===== src/mem_bridge_pkg.sv =====
package mem_bridge_pkg;

    //////////////////////////////
    // Basic widths
    //////////////////////////////
    typedef logic [31:0] addr_t;    // Byte address
    typedef logic [31:0] word_t;    // One bus word
    typedef logic [3:0]  strb_t;    // Byte lane mask

    //////////////////////////////
    // AXI field types
    //////////////////////////////
    typedef logic [3:0] axi_id_t;
    typedef logic [7:0] axi_len_t;  // Beats minus one
    typedef logic [2:0] axi_size_t;
    typedef logic [1:0] axi_burst_t;

    // Ids split the read data return
    localparam axi_id_t INST_ID = 4'd0;  // Instruction line refill
    localparam axi_id_t DATA_ID = 4'd1;  // Data reads and writes

    localparam axi_size_t  AXI_SIZE_WORD  = 3'd2;  // 4 bytes per beat
    localparam axi_burst_t AXI_BURST_INCR = 2'd1;

    // Execution lanes feeding the data port
    localparam int NUM_LANES = 2;

endpackage


===== src/dcache_port.sv =====
module dcache_port
    import mem_bridge_pkg::*;
(
    input  logic                    clk,
    input  logic                    reset_i,

    // Lanes
    input  logic  [NUM_LANES-1:0]   lane_ce_i,
    input  logic  [NUM_LANES-1:0]   lane_we_i,
    input  addr_t [NUM_LANES-1:0]   lane_addr_i,
    input  word_t [NUM_LANES-1:0]   lane_wdata_i,
    input  strb_t [NUM_LANES-1:0]   lane_wstrb_i,
    output logic                    dcache_ready_o,
    output logic                    data_ok_o,
    output word_t                   rdata_o,

    // Read master side
    output logic                    rd_req_o,
    output addr_t                   rd_addr_o,
    input  logic                    rd_rdy_i,
    input  logic                    ret_valid_i,
    input  word_t                   ret_data_i,

    // Write master side
    output logic                    wr_req_o,
    output addr_t                   wr_addr_o,
    output word_t                   wr_data_o,
    output strb_t                   wr_strb_o,
    input  logic                    wr_rdy_i,
    input  logic                    wr_done_i
);

    typedef enum logic [1:0] {S_IDLE, S_REQ, S_WAIT, S_DONE} state_t;

    state_t state;
    logic   any_ce;
    logic   sel_we;
    addr_t  sel_addr;
    word_t  sel_wdata;
    strb_t  sel_wstrb;

    // Held request
    logic   req_we;
    addr_t  req_addr;
    word_t  req_wdata;
    strb_t  req_wstrb;
    word_t  rdata_q;

    //////////////////////////////
    // Lane merge
    //////////////////////////////
    assign any_ce = |lane_ce_i;

    always_comb begin
        sel_we    = 1'b0;
        sel_addr  = '0;
        sel_wdata = '0;
        sel_wstrb = '0;
        // Walk down so the lowest set lane wins
        for (int i = NUM_LANES - 1; i >= 0; i--) begin
            if (lane_ce_i[i]) begin
                sel_we    = lane_we_i[i];
                sel_addr  = lane_addr_i[i];
                sel_wdata = lane_wdata_i[i];
                sel_wstrb = lane_wstrb_i[i];
            end
        end
    end

    //////////////////////////////
    // Request FSM
    //////////////////////////////
    always_ff @(posedge clk) begin
        if (reset_i) begin
            state <= S_IDLE;
        end else begin
            case (state)
                S_IDLE: if (any_ce) state <= S_REQ;
                S_REQ:  if (req_we ? wr_rdy_i : rd_rdy_i) state <= S_WAIT;
                S_WAIT: if (req_we ? wr_done_i : ret_valid_i) state <= S_DONE;
                S_DONE: state <= S_IDLE;           // One cycle of data_ok
                default: state <= S_IDLE;
            endcase
        end
    end

    always_ff @(posedge clk) begin
        if (state == S_IDLE && any_ce) begin
            req_we    <= sel_we;
            req_addr  <= sel_addr;
            req_wdata <= sel_wdata;
            req_wstrb <= sel_wstrb;
        end
        if (state == S_WAIT && !req_we && ret_valid_i) begin
            rdata_q <= ret_data_i;
        end
    end

    assign dcache_ready_o = (state == S_IDLE);
    assign data_ok_o      = (state == S_DONE);
    assign rdata_o        = rdata_q;

    assign rd_req_o  = (state == S_REQ) && !req_we;
    assign rd_addr_o = req_addr;
    assign wr_req_o  = (state == S_REQ) && req_we;
    assign wr_addr_o = req_addr;
    assign wr_data_o = req_wdata;
    assign wr_strb_o = req_wstrb;

endmodule


===== src/axi_read_master.sv =====
module axi_read_master
    import mem_bridge_pkg::*;
#(
    parameter int LINE_BEATS = 4
) (
    input  logic       clk,
    input  logic       reset_i,

    // Instruction refill
    input  logic       icache_rd_req_i,
    input  addr_t      icache_addr_i,
    output logic       icache_rd_rdy_o,
    output logic       icache_ret_valid_o,
    output logic       icache_ret_last_o,
    output word_t      icache_ret_data_o,

    // Data read
    input  logic       data_rd_req_i,
    input  addr_t      data_rd_addr_i,
    output logic       data_rd_rdy_o,
    output logic       data_ret_valid_o,
    output word_t      data_ret_data_o,

    // AR channel
    output axi_id_t    arid_o,
    output addr_t      araddr_o,
    output axi_len_t   arlen_o,
    output axi_size_t  arsize_o,
    output axi_burst_t arburst_o,
    output logic       arvalid_o,
    input  logic       arready_i,

    // R channel
    input  axi_id_t    rid_i,
    input  word_t      rdata_i,
    input  logic       rlast_i,
    input  logic       rvalid_i,
    output logic       rready_o
);

    logic     ar_valid;
    axi_id_t  ar_id;
    addr_t    ar_addr;
    axi_len_t ar_len;
    logic     inst_busy;   // Line refill in flight
    logic     data_busy;   // Data read in flight
    logic     pick_data;
    logic     pick_inst;
    logic     ar_fire;
    logic     r_inst;
    logic     r_data;

    // Data side goes first
    assign pick_data = !ar_valid && data_rd_req_i && !data_busy;
    assign pick_inst = !ar_valid && icache_rd_req_i && !inst_busy && !pick_data;
    assign ar_fire   = ar_valid && arready_i;

    assign r_inst = rvalid_i && (rid_i == INST_ID);
    assign r_data = rvalid_i && (rid_i == DATA_ID);

    //////////////////////////////
    // AR issue
    //////////////////////////////
    always_ff @(posedge clk) begin
        if (reset_i) begin
            ar_valid  <= 1'b0;
            inst_busy <= 1'b0;
            data_busy <= 1'b0;
        end else begin
            if (ar_fire) begin
                ar_valid <= 1'b0;
            end else if (pick_data || pick_inst) begin
                ar_valid <= 1'b1;
            end

            if (pick_data) begin
                data_busy <= 1'b1;
            end else if (r_data && rlast_i) begin
                data_busy <= 1'b0;
            end

            if (pick_inst) begin
                inst_busy <= 1'b1;
            end else if (r_inst && rlast_i) begin
                inst_busy <= 1'b0;   // Whole line returned
            end
        end
    end

    always_ff @(posedge clk) begin
        if (pick_data) begin
            ar_id   <= DATA_ID;
            ar_addr <= data_rd_addr_i;
            ar_len  <= '0;
        end else if (pick_inst) begin
            ar_id   <= INST_ID;
            ar_addr <= icache_addr_i;
            ar_len  <= axi_len_t'(LINE_BEATS - 1);
        end
    end

    assign arid_o    = ar_id;
    assign araddr_o  = ar_addr;
    assign arlen_o   = ar_len;
    assign arsize_o  = AXI_SIZE_WORD;
    assign arburst_o = AXI_BURST_INCR;
    assign arvalid_o = ar_valid;

    // Accept strobes on the AR handshake
    assign icache_rd_rdy_o = ar_fire && (ar_id == INST_ID);
    assign data_rd_rdy_o   = ar_fire && (ar_id == DATA_ID);

    //////////////////////////////
    // R routing by id
    //////////////////////////////
    assign rready_o = 1'b1;

    assign icache_ret_valid_o = r_inst;
    assign icache_ret_last_o  = r_inst && rlast_i;
    assign icache_ret_data_o  = rdata_i;
    assign data_ret_valid_o   = r_data;
    assign data_ret_data_o    = rdata_i;

endmodule


===== src/axi_write_master.sv =====
module axi_write_master
    import mem_bridge_pkg::*;
(
    input  logic       clk,
    input  logic       reset_i,

    // Data write request
    input  logic       wr_req_i,
    input  addr_t      wr_addr_i,
    input  word_t      wr_data_i,
    input  strb_t      wr_strb_i,
    output logic       wr_rdy_o,
    output logic       wr_done_o,

    // AW channel
    output axi_id_t    awid_o,
    output addr_t      awaddr_o,
    output axi_len_t   awlen_o,
    output axi_size_t  awsize_o,
    output axi_burst_t awburst_o,
    output logic       awvalid_o,
    input  logic       awready_i,

    // W channel
    output word_t      wdata_o,
    output strb_t      wstrb_o,
    output logic       wlast_o,
    output logic       wvalid_o,
    input  logic       wready_i,

    // B channel
    input  axi_id_t    bid_i,
    input  logic       bvalid_i,
    output logic       bready_o
);

    logic  aw_valid;
    logic  w_valid;
    logic  b_wait;     // Write issued, response not yet seen
    addr_t aw_addr;
    word_t w_data;
    strb_t w_strb;
    logic  start;
    logic  b_fire;

    assign start  = wr_req_i && !b_wait;
    assign b_fire = bvalid_i && (bid_i == DATA_ID) && b_wait;

    always_ff @(posedge clk) begin
        if (reset_i) begin
            aw_valid <= 1'b0;
            w_valid  <= 1'b0;
            b_wait   <= 1'b0;
        end else begin
            if (start) begin
                aw_valid <= 1'b1;   // Address and data raised together
                w_valid  <= 1'b1;
                b_wait   <= 1'b1;
            end else begin
                if (aw_valid && awready_i) aw_valid <= 1'b0;
                if (w_valid && wready_i)   w_valid  <= 1'b0;
                if (b_fire)                b_wait   <= 1'b0;
            end
        end
    end

    always_ff @(posedge clk) begin
        if (start) begin
            aw_addr <= wr_addr_i;
            w_data  <= wr_data_i;
            w_strb  <= wr_strb_i;
        end
    end

    // Both channels finished, whichever handshake came last
    assign wr_rdy_o  = (aw_valid || w_valid) && (!aw_valid || awready_i)
                       && (!w_valid || wready_i);
    assign wr_done_o = b_fire;

    assign awid_o    = DATA_ID;
    assign awaddr_o  = aw_addr;
    assign awlen_o   = '0;          // Single beat
    assign awsize_o  = AXI_SIZE_WORD;
    assign awburst_o = AXI_BURST_INCR;
    assign awvalid_o = aw_valid;

    assign wdata_o  = w_data;
    assign wstrb_o  = w_strb;
    assign wlast_o  = 1'b1;
    assign wvalid_o = w_valid;
    assign bready_o = 1'b1;

endmodule


===== src/mem_bridge_top.sv =====
module mem_bridge_top
    import mem_bridge_pkg::*;
#(
    parameter int LINE_BEATS = 4
) (
    input  logic                  clk,
    input  logic                  reset_i,

    // Instruction refill
    input  logic                  icache_rd_req_i,
    input  addr_t                 icache_addr_i,
    output logic                  icache_rd_rdy_o,
    output logic                  icache_ret_valid_o,
    output logic                  icache_ret_last_o,
    output word_t                 icache_ret_data_o,

    // Execution lanes
    input  logic  [NUM_LANES-1:0] lane_ce_i,
    input  logic  [NUM_LANES-1:0] lane_we_i,
    input  addr_t [NUM_LANES-1:0] lane_addr_i,
    input  word_t [NUM_LANES-1:0] lane_wdata_i,
    input  strb_t [NUM_LANES-1:0] lane_wstrb_i,
    output logic                  dcache_ready_o,
    output logic                  data_ok_o,
    output word_t                 rdata_o,

    // AXI read
    output axi_id_t               arid_o,
    output addr_t                 araddr_o,
    output axi_len_t              arlen_o,
    output axi_size_t             arsize_o,
    output axi_burst_t            arburst_o,
    output logic                  arvalid_o,
    input  logic                  arready_i,
    input  axi_id_t               rid_i,
    input  word_t                 rdata_i,
    input  logic                  rlast_i,
    input  logic                  rvalid_i,
    output logic                  rready_o,

    // AXI write
    output axi_id_t               awid_o,
    output addr_t                 awaddr_o,
    output axi_len_t              awlen_o,
    output axi_size_t             awsize_o,
    output axi_burst_t            awburst_o,
    output logic                  awvalid_o,
    input  logic                  awready_i,
    output word_t                 wdata_o,
    output strb_t                 wstrb_o,
    output logic                  wlast_o,
    output logic                  wvalid_o,
    input  logic                  wready_i,
    input  axi_id_t               bid_i,
    input  logic                  bvalid_i,
    output logic                  bready_o
);

    // Data port <-> read master
    logic  dc_rd_req;
    addr_t dc_rd_addr;
    logic  dc_rd_rdy;
    logic  dc_ret_valid;
    word_t dc_ret_data;

    // Data port <-> write master
    logic  dc_wr_req;
    addr_t dc_wr_addr;
    word_t dc_wr_data;
    strb_t dc_wr_strb;
    logic  dc_wr_rdy;
    logic  dc_wr_done;

    dcache_port u_dcache_port (
        .clk           (clk),
        .reset_i       (reset_i),
        .lane_ce_i     (lane_ce_i),
        .lane_we_i     (lane_we_i),
        .lane_addr_i   (lane_addr_i),
        .lane_wdata_i  (lane_wdata_i),
        .lane_wstrb_i  (lane_wstrb_i),
        .dcache_ready_o(dcache_ready_o),
        .data_ok_o     (data_ok_o),
        .rdata_o       (rdata_o),
        .rd_req_o      (dc_rd_req),
        .rd_addr_o     (dc_rd_addr),
        .rd_rdy_i      (dc_rd_rdy),
        .ret_valid_i   (dc_ret_valid),
        .ret_data_i    (dc_ret_data),
        .wr_req_o      (dc_wr_req),
        .wr_addr_o     (dc_wr_addr),
        .wr_data_o     (dc_wr_data),
        .wr_strb_o     (dc_wr_strb),
        .wr_rdy_i      (dc_wr_rdy),
        .wr_done_i     (dc_wr_done)
    );

    axi_read_master #(
        .LINE_BEATS(LINE_BEATS)
    ) u_axi_read_master (
        .clk               (clk),
        .reset_i           (reset_i),
        .icache_rd_req_i   (icache_rd_req_i),
        .icache_addr_i     (icache_addr_i),
        .icache_rd_rdy_o   (icache_rd_rdy_o),
        .icache_ret_valid_o(icache_ret_valid_o),
        .icache_ret_last_o (icache_ret_last_o),
        .icache_ret_data_o (icache_ret_data_o),
        .data_rd_req_i     (dc_rd_req),
        .data_rd_addr_i    (dc_rd_addr),
        .data_rd_rdy_o     (dc_rd_rdy),
        .data_ret_valid_o  (dc_ret_valid),
        .data_ret_data_o   (dc_ret_data),
        .arid_o            (arid_o),
        .araddr_o          (araddr_o),
        .arlen_o           (arlen_o),
        .arsize_o          (arsize_o),
        .arburst_o         (arburst_o),
        .arvalid_o         (arvalid_o),
        .arready_i         (arready_i),
        .rid_i             (rid_i),
        .rdata_i           (rdata_i),
        .rlast_i           (rlast_i),
        .rvalid_i          (rvalid_i),
        .rready_o          (rready_o)
    );

    axi_write_master u_axi_write_master (
        .clk      (clk),
        .reset_i  (reset_i),
        .wr_req_i (dc_wr_req),
        .wr_addr_i(dc_wr_addr),
        .wr_data_i(dc_wr_data),
        .wr_strb_i(dc_wr_strb),
        .wr_rdy_o (dc_wr_rdy),
        .wr_done_o(dc_wr_done),
        .awid_o   (awid_o),
        .awaddr_o (awaddr_o),
        .awlen_o  (awlen_o),
        .awsize_o (awsize_o),
        .awburst_o(awburst_o),
        .awvalid_o(awvalid_o),
        .awready_i(awready_i),
        .wdata_o  (wdata_o),
        .wstrb_o  (wstrb_o),
        .wlast_o  (wlast_o),
        .wvalid_o (wvalid_o),
        .wready_i (wready_i),
        .bid_i    (bid_i),
        .bvalid_i (bvalid_i),
        .bready_o (bready_o)
    );

endmodule


===== config.mk =====
export PLATFORM = sky130hd
export DESIGN_NAME = mem_bridge_top
export DESIGN_NICKNAME = d
export VERILOG_FILES = /design/src/mem_bridge_pkg.sv /design/src/dcache_port.sv /design/src/axi_read_master.sv /design/src/axi_write_master.sv /design/src/mem_bridge_top.sv
export SDC_FILE = /design/constraint.sdc
export NUM_CORES = 1
export LEC_CHECK = 0
export BUFFER_PORTS_ARGS = -buffer_cell sky130_fd_sc_hd__buf_2
export CAP_MARGIN = 25
export CORE_AREA = 2 2 169 171
export DETAILED_ROUTE_END_ITERATION = 8
export DIE_AREA = 0 0 171 173
export HOLD_SLACK_MARGIN = 0.05
export PLACE_DENSITY = 0.65
export SLEW_MARGIN = 15
export SYNTH_ARGS = -nofsm -noshare
export SYNTH_HDL_FRONTEND = slang
export SYNTH_SLANG_ARGS = --single-unit

===== constraint.sdc =====
create_clock -name clk -period 6 [get_ports clk]
set_input_delay 0.6 -clock clk [delete_from_list [all_inputs] [get_ports clk]]
set_output_delay 0.6 -clock clk [all_outputs]
set_load 0.03 [all_outputs]

* Yosys cells after proc, flatten, opt, wreduce, memory -nomap -nowiden
Index checks and enable logic that the tools add are counted.
** Storage, ports and cells
- Register bits :: 211
- Output and inout bits :: 209
- Word-level logic and storage cells :: 100
** Cells by class
- Equal/unequal tests :: 8
- Muxes and demuxes :: 26
- Reductions and logical operators :: 48
** Operators by type and width (count)
- $mux 32 :: 6
- $logic_and 1x1->1 :: 24
- $mux 1 :: 14
- $reduce_bool 2->1 :: 6
- $eq 4x1->1 const B :: 2
- $logic_not 1->1 :: 8
- $logic_not 4->1 :: 2
- $mux 4 :: 2
- $pmux 2 s4 :: 1
- $mux 2 :: 3
- $ne 2x1->1 const B :: 3
- $eq 2x2->1 const B :: 2
- $logic_or 1x1->1 :: 4
- $reduce_or 2->1 :: 2
- $reduce_and 3->1 :: 1
- $eq 2x1->1 const B :: 1
- $logic_not 2->1 :: 1

* Longest topological paths before layout
- Depth after elaboration :: 8
- Mapped depth :: 8
- Mapped depth without buffers :: 6

* Cells and area by module
A second synthesis with hierarchy kept.
** Unflattened totals
- Cells, all modules :: 529
- Area total of the unflattened synthesis :: 8724.6 um^2
** Modules (own cells, without submodules)
- dcache_port :: times used 1, cells an instance 246, area an instance 4186.5 um^2, sequential area each 3072.9 um^2
- axi_write_master :: times used 1, cells an instance 104, area an instance 2331.0 um^2, sequential area each 2102.0 um^2
- axi_read_master :: times used 1, cells an instance 179, area an instance 2207.1 um^2, sequential area each 1061.0 um^2

* Worst setup path before layout
No wires, ideal clock.
- Kind :: reg2reg
- Start :: register u_dcache_port.state[0]
- End :: register u_dcache_port.req_addr[0], in the netlist u_dcache_port.rd_addr_o[0] (enable)
- Setup time :: 504 ps
- Data arrival time :: 3931 ps
- Data required time :: 5496 ps
- Path slack :: 1565 ps
- Cell stages (with the launch flop) :: 4
- Path through :: dfxtp_1 -> inv_1 -> ha_1 -> nor2b_1
** Between the ends
- Word-level cells in the longest chain between the ends :: 2
** Ends and longest elaborated chain
- from (decl) :: RTL line dcache_port.sv:35 : state_t state;
- from (signal assigned) :: RTL line dcache_port.sv:75 : state <= S_IDLE;
- from (signal assigned) :: RTL line dcache_port.sv:78 : S_IDLE: if (any_ce) state <= S_REQ;
- from (signal assigned) :: RTL line dcache_port.sv:79 : S_REQ: if (req_we ? wr_rdy_i : rd_rdy_i) state <= S_WAIT;
- $logic_not 2->1
- via dcache_ready_o :: RTL line mem_bridge_top.sv:23 : output logic dcache_ready_o,
- $logic_and 1x1->1 :: RTL line dcache_port.sv:88 : if (state == S_IDLE && any_ce) begin
- to (signal assigned) :: RTL line dcache_port.sv:90 : req_addr <= sel_addr;
- to (decl) :: RTL line dcache_port.sv:44 : addr_t req_addr;
The timed path passes the listed nets, and every way through them passes these cells.
A chain may end at the register's enable or synchronous reset.

* Worst setup path after layout
- Start :: register u_dcache_port.state[1]
- End :: register u_axi_read_master.ar_addr[28], in the netlist u_axi_read_master.araddr_o[28] (enable)
** Between the ends
- Word-level cells in the longest chain between the ends :: 7
** Ends and longest elaborated chain
- $eq 2x1->1 (*) :: RTL line dcache_port.sv:103 : assign rd_req_o = (state == S_REQ) && !req_we;
- $logic_and 1x1->1 (*) :: RTL line dcache_port.sv:103
- $logic_and 1x1->1 (*) (2 in series) :: RTL line axi_read_master.sv:54 : assign pick_data = !ar_valid && data_rd_req_i && !data_busy;
- $logic_not 1->1 :: RTL line axi_read_master.sv:55 : assign pick_inst = !ar_valid && icache_rd_req_i && !inst_busy && !pick_data;
- $logic_and 1x1->1 :: RTL line axi_read_master.sv:55
- $reduce_bool 2->1 (no source line) (*)
- to (signal assigned) :: RTL line axi_read_master.sv:93 : ar_addr <= data_rd_addr_i;
- to (signal assigned) :: RTL line axi_read_master.sv:97 : ar_addr <= icache_addr_i;
- to (decl) :: RTL line axi_read_master.sv:43 : addr_t ar_addr;
Every way passes the cells marked *; elsewhere a longest branch is shown, timed or not.

==> impl_metrics.json <==
{
  "status": "complete, no violations",
  "gp_congestion": 0.8091,
  "synth_cells": 459,
  "dp_slack_ps": 3113,
  "io_pins": 430,
  "dr.pass1.iters": 4,
  "cts_tree": "done",
  "period_share_pct": 44.79,
  "r2r_end": "u_axi_read_master.araddr_o[28]",
  "drc": 0,
  "grt_pass1_vias": 5139,
  "cp-start-kind": "flip-flop",
  "grt_max_degree": 73,
  "gr-total-overflow": 0,
  "ir_worst_vdd_uv": 165.4,
  "power_density_mw_per_mm2": 432.4,
  "hold_depth": 1,
  "holdWs_ps": 281.6,
  "dp_hpwl_mm": 16.07,
  "fmax_mhz": 372.1,
  "rsz0062_at_grt": "no",
  "grt_use_total_pct": 13.76,
  "yosysTopAreaCellShare_pct": 73.69,
  "cts-root-buf": "clkbuf_16",
  "core_area_mm2": 0.02763,
  "die_height_um": 173,
  "critPathRequiredTime_ps": 6120,
  "clkLatencyLatePin_ps": 510,
  "ys_top_cells_by_count": "201 x edfxtp_1, 70 x buf_4, 68 x a22o_1, 32 x mux2_2, 13 x clkbuf_1",
  "worst_pin_slew_ps": 993.7,
  "r2r_cells": 5,
  "power_mw": 4.752,
  "drive_gt1_share_pct": 56.50,
  "min_from": "rdata_i[9]",
  "fin_util_pct": 39.78,
  "r2r_setup_slack_ps": 3310,
  "hold_path_end": "u_dcache_port.rdata_o[9]",
  "grt_pass1_wl_mm": 30.61,
  "path_class": "flip-flop to flip-flop",
  "synth_flop_cell": "edfxtp_1",
  "cts_resized": 0,
  "final.setup.tns_ps": 0,
  "finClkSkew_ps": 13.48,
  "cap_viol_max_count": 0,
  "ys_warn_count": 0,
  "cts.path.max_buffers": 3,
  "cts_hold_buffers": 0,
  "cts_setup_buffers": 0,
  "crit_fanout": 37,
  "ctsHtreeMaxLevel": 1,
  "vias": 5254,
  "syn_area_per_cell_um2": 17.84,
  "synth.area.top_cells": "edfxtp_1 74%, a22o_1 7.3%, buf_4 6.4%",
  "hold_viol": 0,
  "path_clk_slew_ps": 60,
  "synth_most_common_cell": "edfxtp_1",
  "die-area_mm2": 0.02958,
  "wl_per_cell_um": 17.73,
  "cts_made_buffers": 23,
  "worst_slack_ps": 3313,
  "clock-sinks": 211,
  "area_growth_syn_to_layout_pct": 34.19,
  "synth_area_mm2": 0.008190,
  "initial_core_util_pct": 29.64,
  "layout.nets": 1055,
  "crit_arrival_ps": 2810,
  "row_count": 61,
  "fin_crit_ps": 2687,
  "drtIter0Drc": 243,
  "num-fill-cells": 2619,
  "numPortBuffers": 395,
  "maxSlewHeadroom_pct": 33.76,
  "drv_slew": 0,
  "ys_seq_area_share_pct": 76.14,
  "hp-class": "input pin to flip-flop",
  "die_x_um": 171,
  "ys_async_sr_fraction_pct": 0,
  "yosysUniqueCellTypes": 33,
  "finalSetupViolations": 0,
  "viasPerCell": 4.285,
  "postRouteAntennaNets": 0,
  "yosys_register_bits": 211,
  "synth.largest_area_cell": "edfxtp_1",
  "postRouteWirelength_mm": 21.73,
  "power.leakage_nw": 4.620,
  "synth_enable_flop_cells": 201,
  "antenna_found_initial": 4,
  "cp-end-kind": "flip-flop",
  "r2r-start": "u_dcache_port.state[1]"
}
-- worst max-delay path: stages (launching register included) --
cell and delay [ps]:
dfxtp_1 330, inv_1 100, ha_1 240, nor4b_2 240, buf_4 510, nand2b_2 850
-- flip-flops by register name, summed over array words and instances (netlist names) --
signal and count:
u_axi_write_master.awaddr_o 32, u_dcache_port.rdata_o 32, u_axi_write_master.b_wait 1, u_axi_read_master.arlen_o 1, u_dcache_port.state 2, u_axi_read_master.arid_o 1, u_axi_read_master.araddr_o 32, u_axi_write_master.wdata_o 32
u_dcache_port.rd_addr_o 32, u_dcache_port.wr_strb_o 4, u_axi_read_master.data_busy 1, u_axi_read_master.inst_busy 1, u_dcache_port.wr_data_o 32, u_axi_read_master.arvalid_o 1, u_axi_write_master.wstrb_o 4, u_axi_write_master.awvalid_o 1
u_axi_write_master.wvalid_o 1, u_dcache_port.req_we 1
-- cell families (layout without fill, tap and decap cells) --
group                    Yosys count  count (layout)  synth area share [%]
AND/OR/NAND/NOR                   31              31                 2.414
adder cells (fa/ha/maj)            5               5                0.7638
buffers and inverters             95             450                 7.638
other                              2              36               0.09169
multiplexers                      33              33                 4.522
AO/OA/AOI/OAI                     82              82                 8.433
flip-flops                       211             211                 76.14
-- cell usage in the layout, fill, tap and decap left out, types with 2 or more instances in the layout --
cell type,count
buf_2,395
edfxtp_1,201
a22o_1,68
conb_1,34
mux2_2,32
clkbuf_16,23
dfxtp_1,10
clkbuf_1,7
inv_1,6
nor2_1,6
a21oi_1,6
buf_4,6
clkinv_2,5
ha_1,5
nand2_1,4
nand2b_1,4
nand3_1,3
bufinv_16,3
diode_2,2
or2_2,2
o21ai_0,2
nor2b_4,2
-- power by group --
group / total, mW / switching (mW) / internal, mW
registers: 2.21 / 0.116 / 2.10
clock network: 1.40 / 0.550 / 0.851
logic: 1.14 / 0.822 / 0.315
total: 4.75 / 1.49 / 3.26
-- layer usage --
layer  wire length (um)  global-route usage (%)
met3               1783                   3.433
met5                 13                       0
met2              11120                   24.76
met4                551                   4.273
met1               8267                   15.94
-- per-stage QoR --
step / instance area (um2) / instances
6_report: 10990 / 1226
4_1_cts: 10990 / 1224
3_3_place_gp: 10230 / 1182
5_1_grt: 10990 / 1225
2_1_floorplan: 8310 / 491
3_5_place_dp: 10230 / 1182
-- cell type report --
cell class,count,area [um2],share of cell area [%]
Clock inverter,11,138.9,1.264
Antenna cell,2,5.005,0.04554
Tap cell,378,473.0,4.303
Clock buffer,31,615.6,5.601
Sequential cell,211,6236,56.74
Inverter,7,27.53,0.2505
Multi-Input combinational cell,185,1473,13.40
Timing Repair Buffer,401,2022,18.40
-- worst max path at each step --
stage                            from                              to  slack (ps)
2_1_floorplan  u_dcache_port.state[0]      u_dcache_port.rd_addr_o[0]        1560
6_report       u_dcache_port.state[1]  u_axi_read_master.araddr_o[28]        3310
3_5_place_dp             lane_ce_i[0]     u_dcache_port.wr_data_o[16]        3110
3_3_place_gp             lane_ce_i[0]     u_dcache_port.wr_data_o[17]        3180
5_1_grt        u_dcache_port.state[1]  u_axi_read_master.araddr_o[30]        3160
4_1_cts        u_dcache_port.state[1]   u_axi_read_master.araddr_o[3]        3190
(Power assumes the default switching activity.)
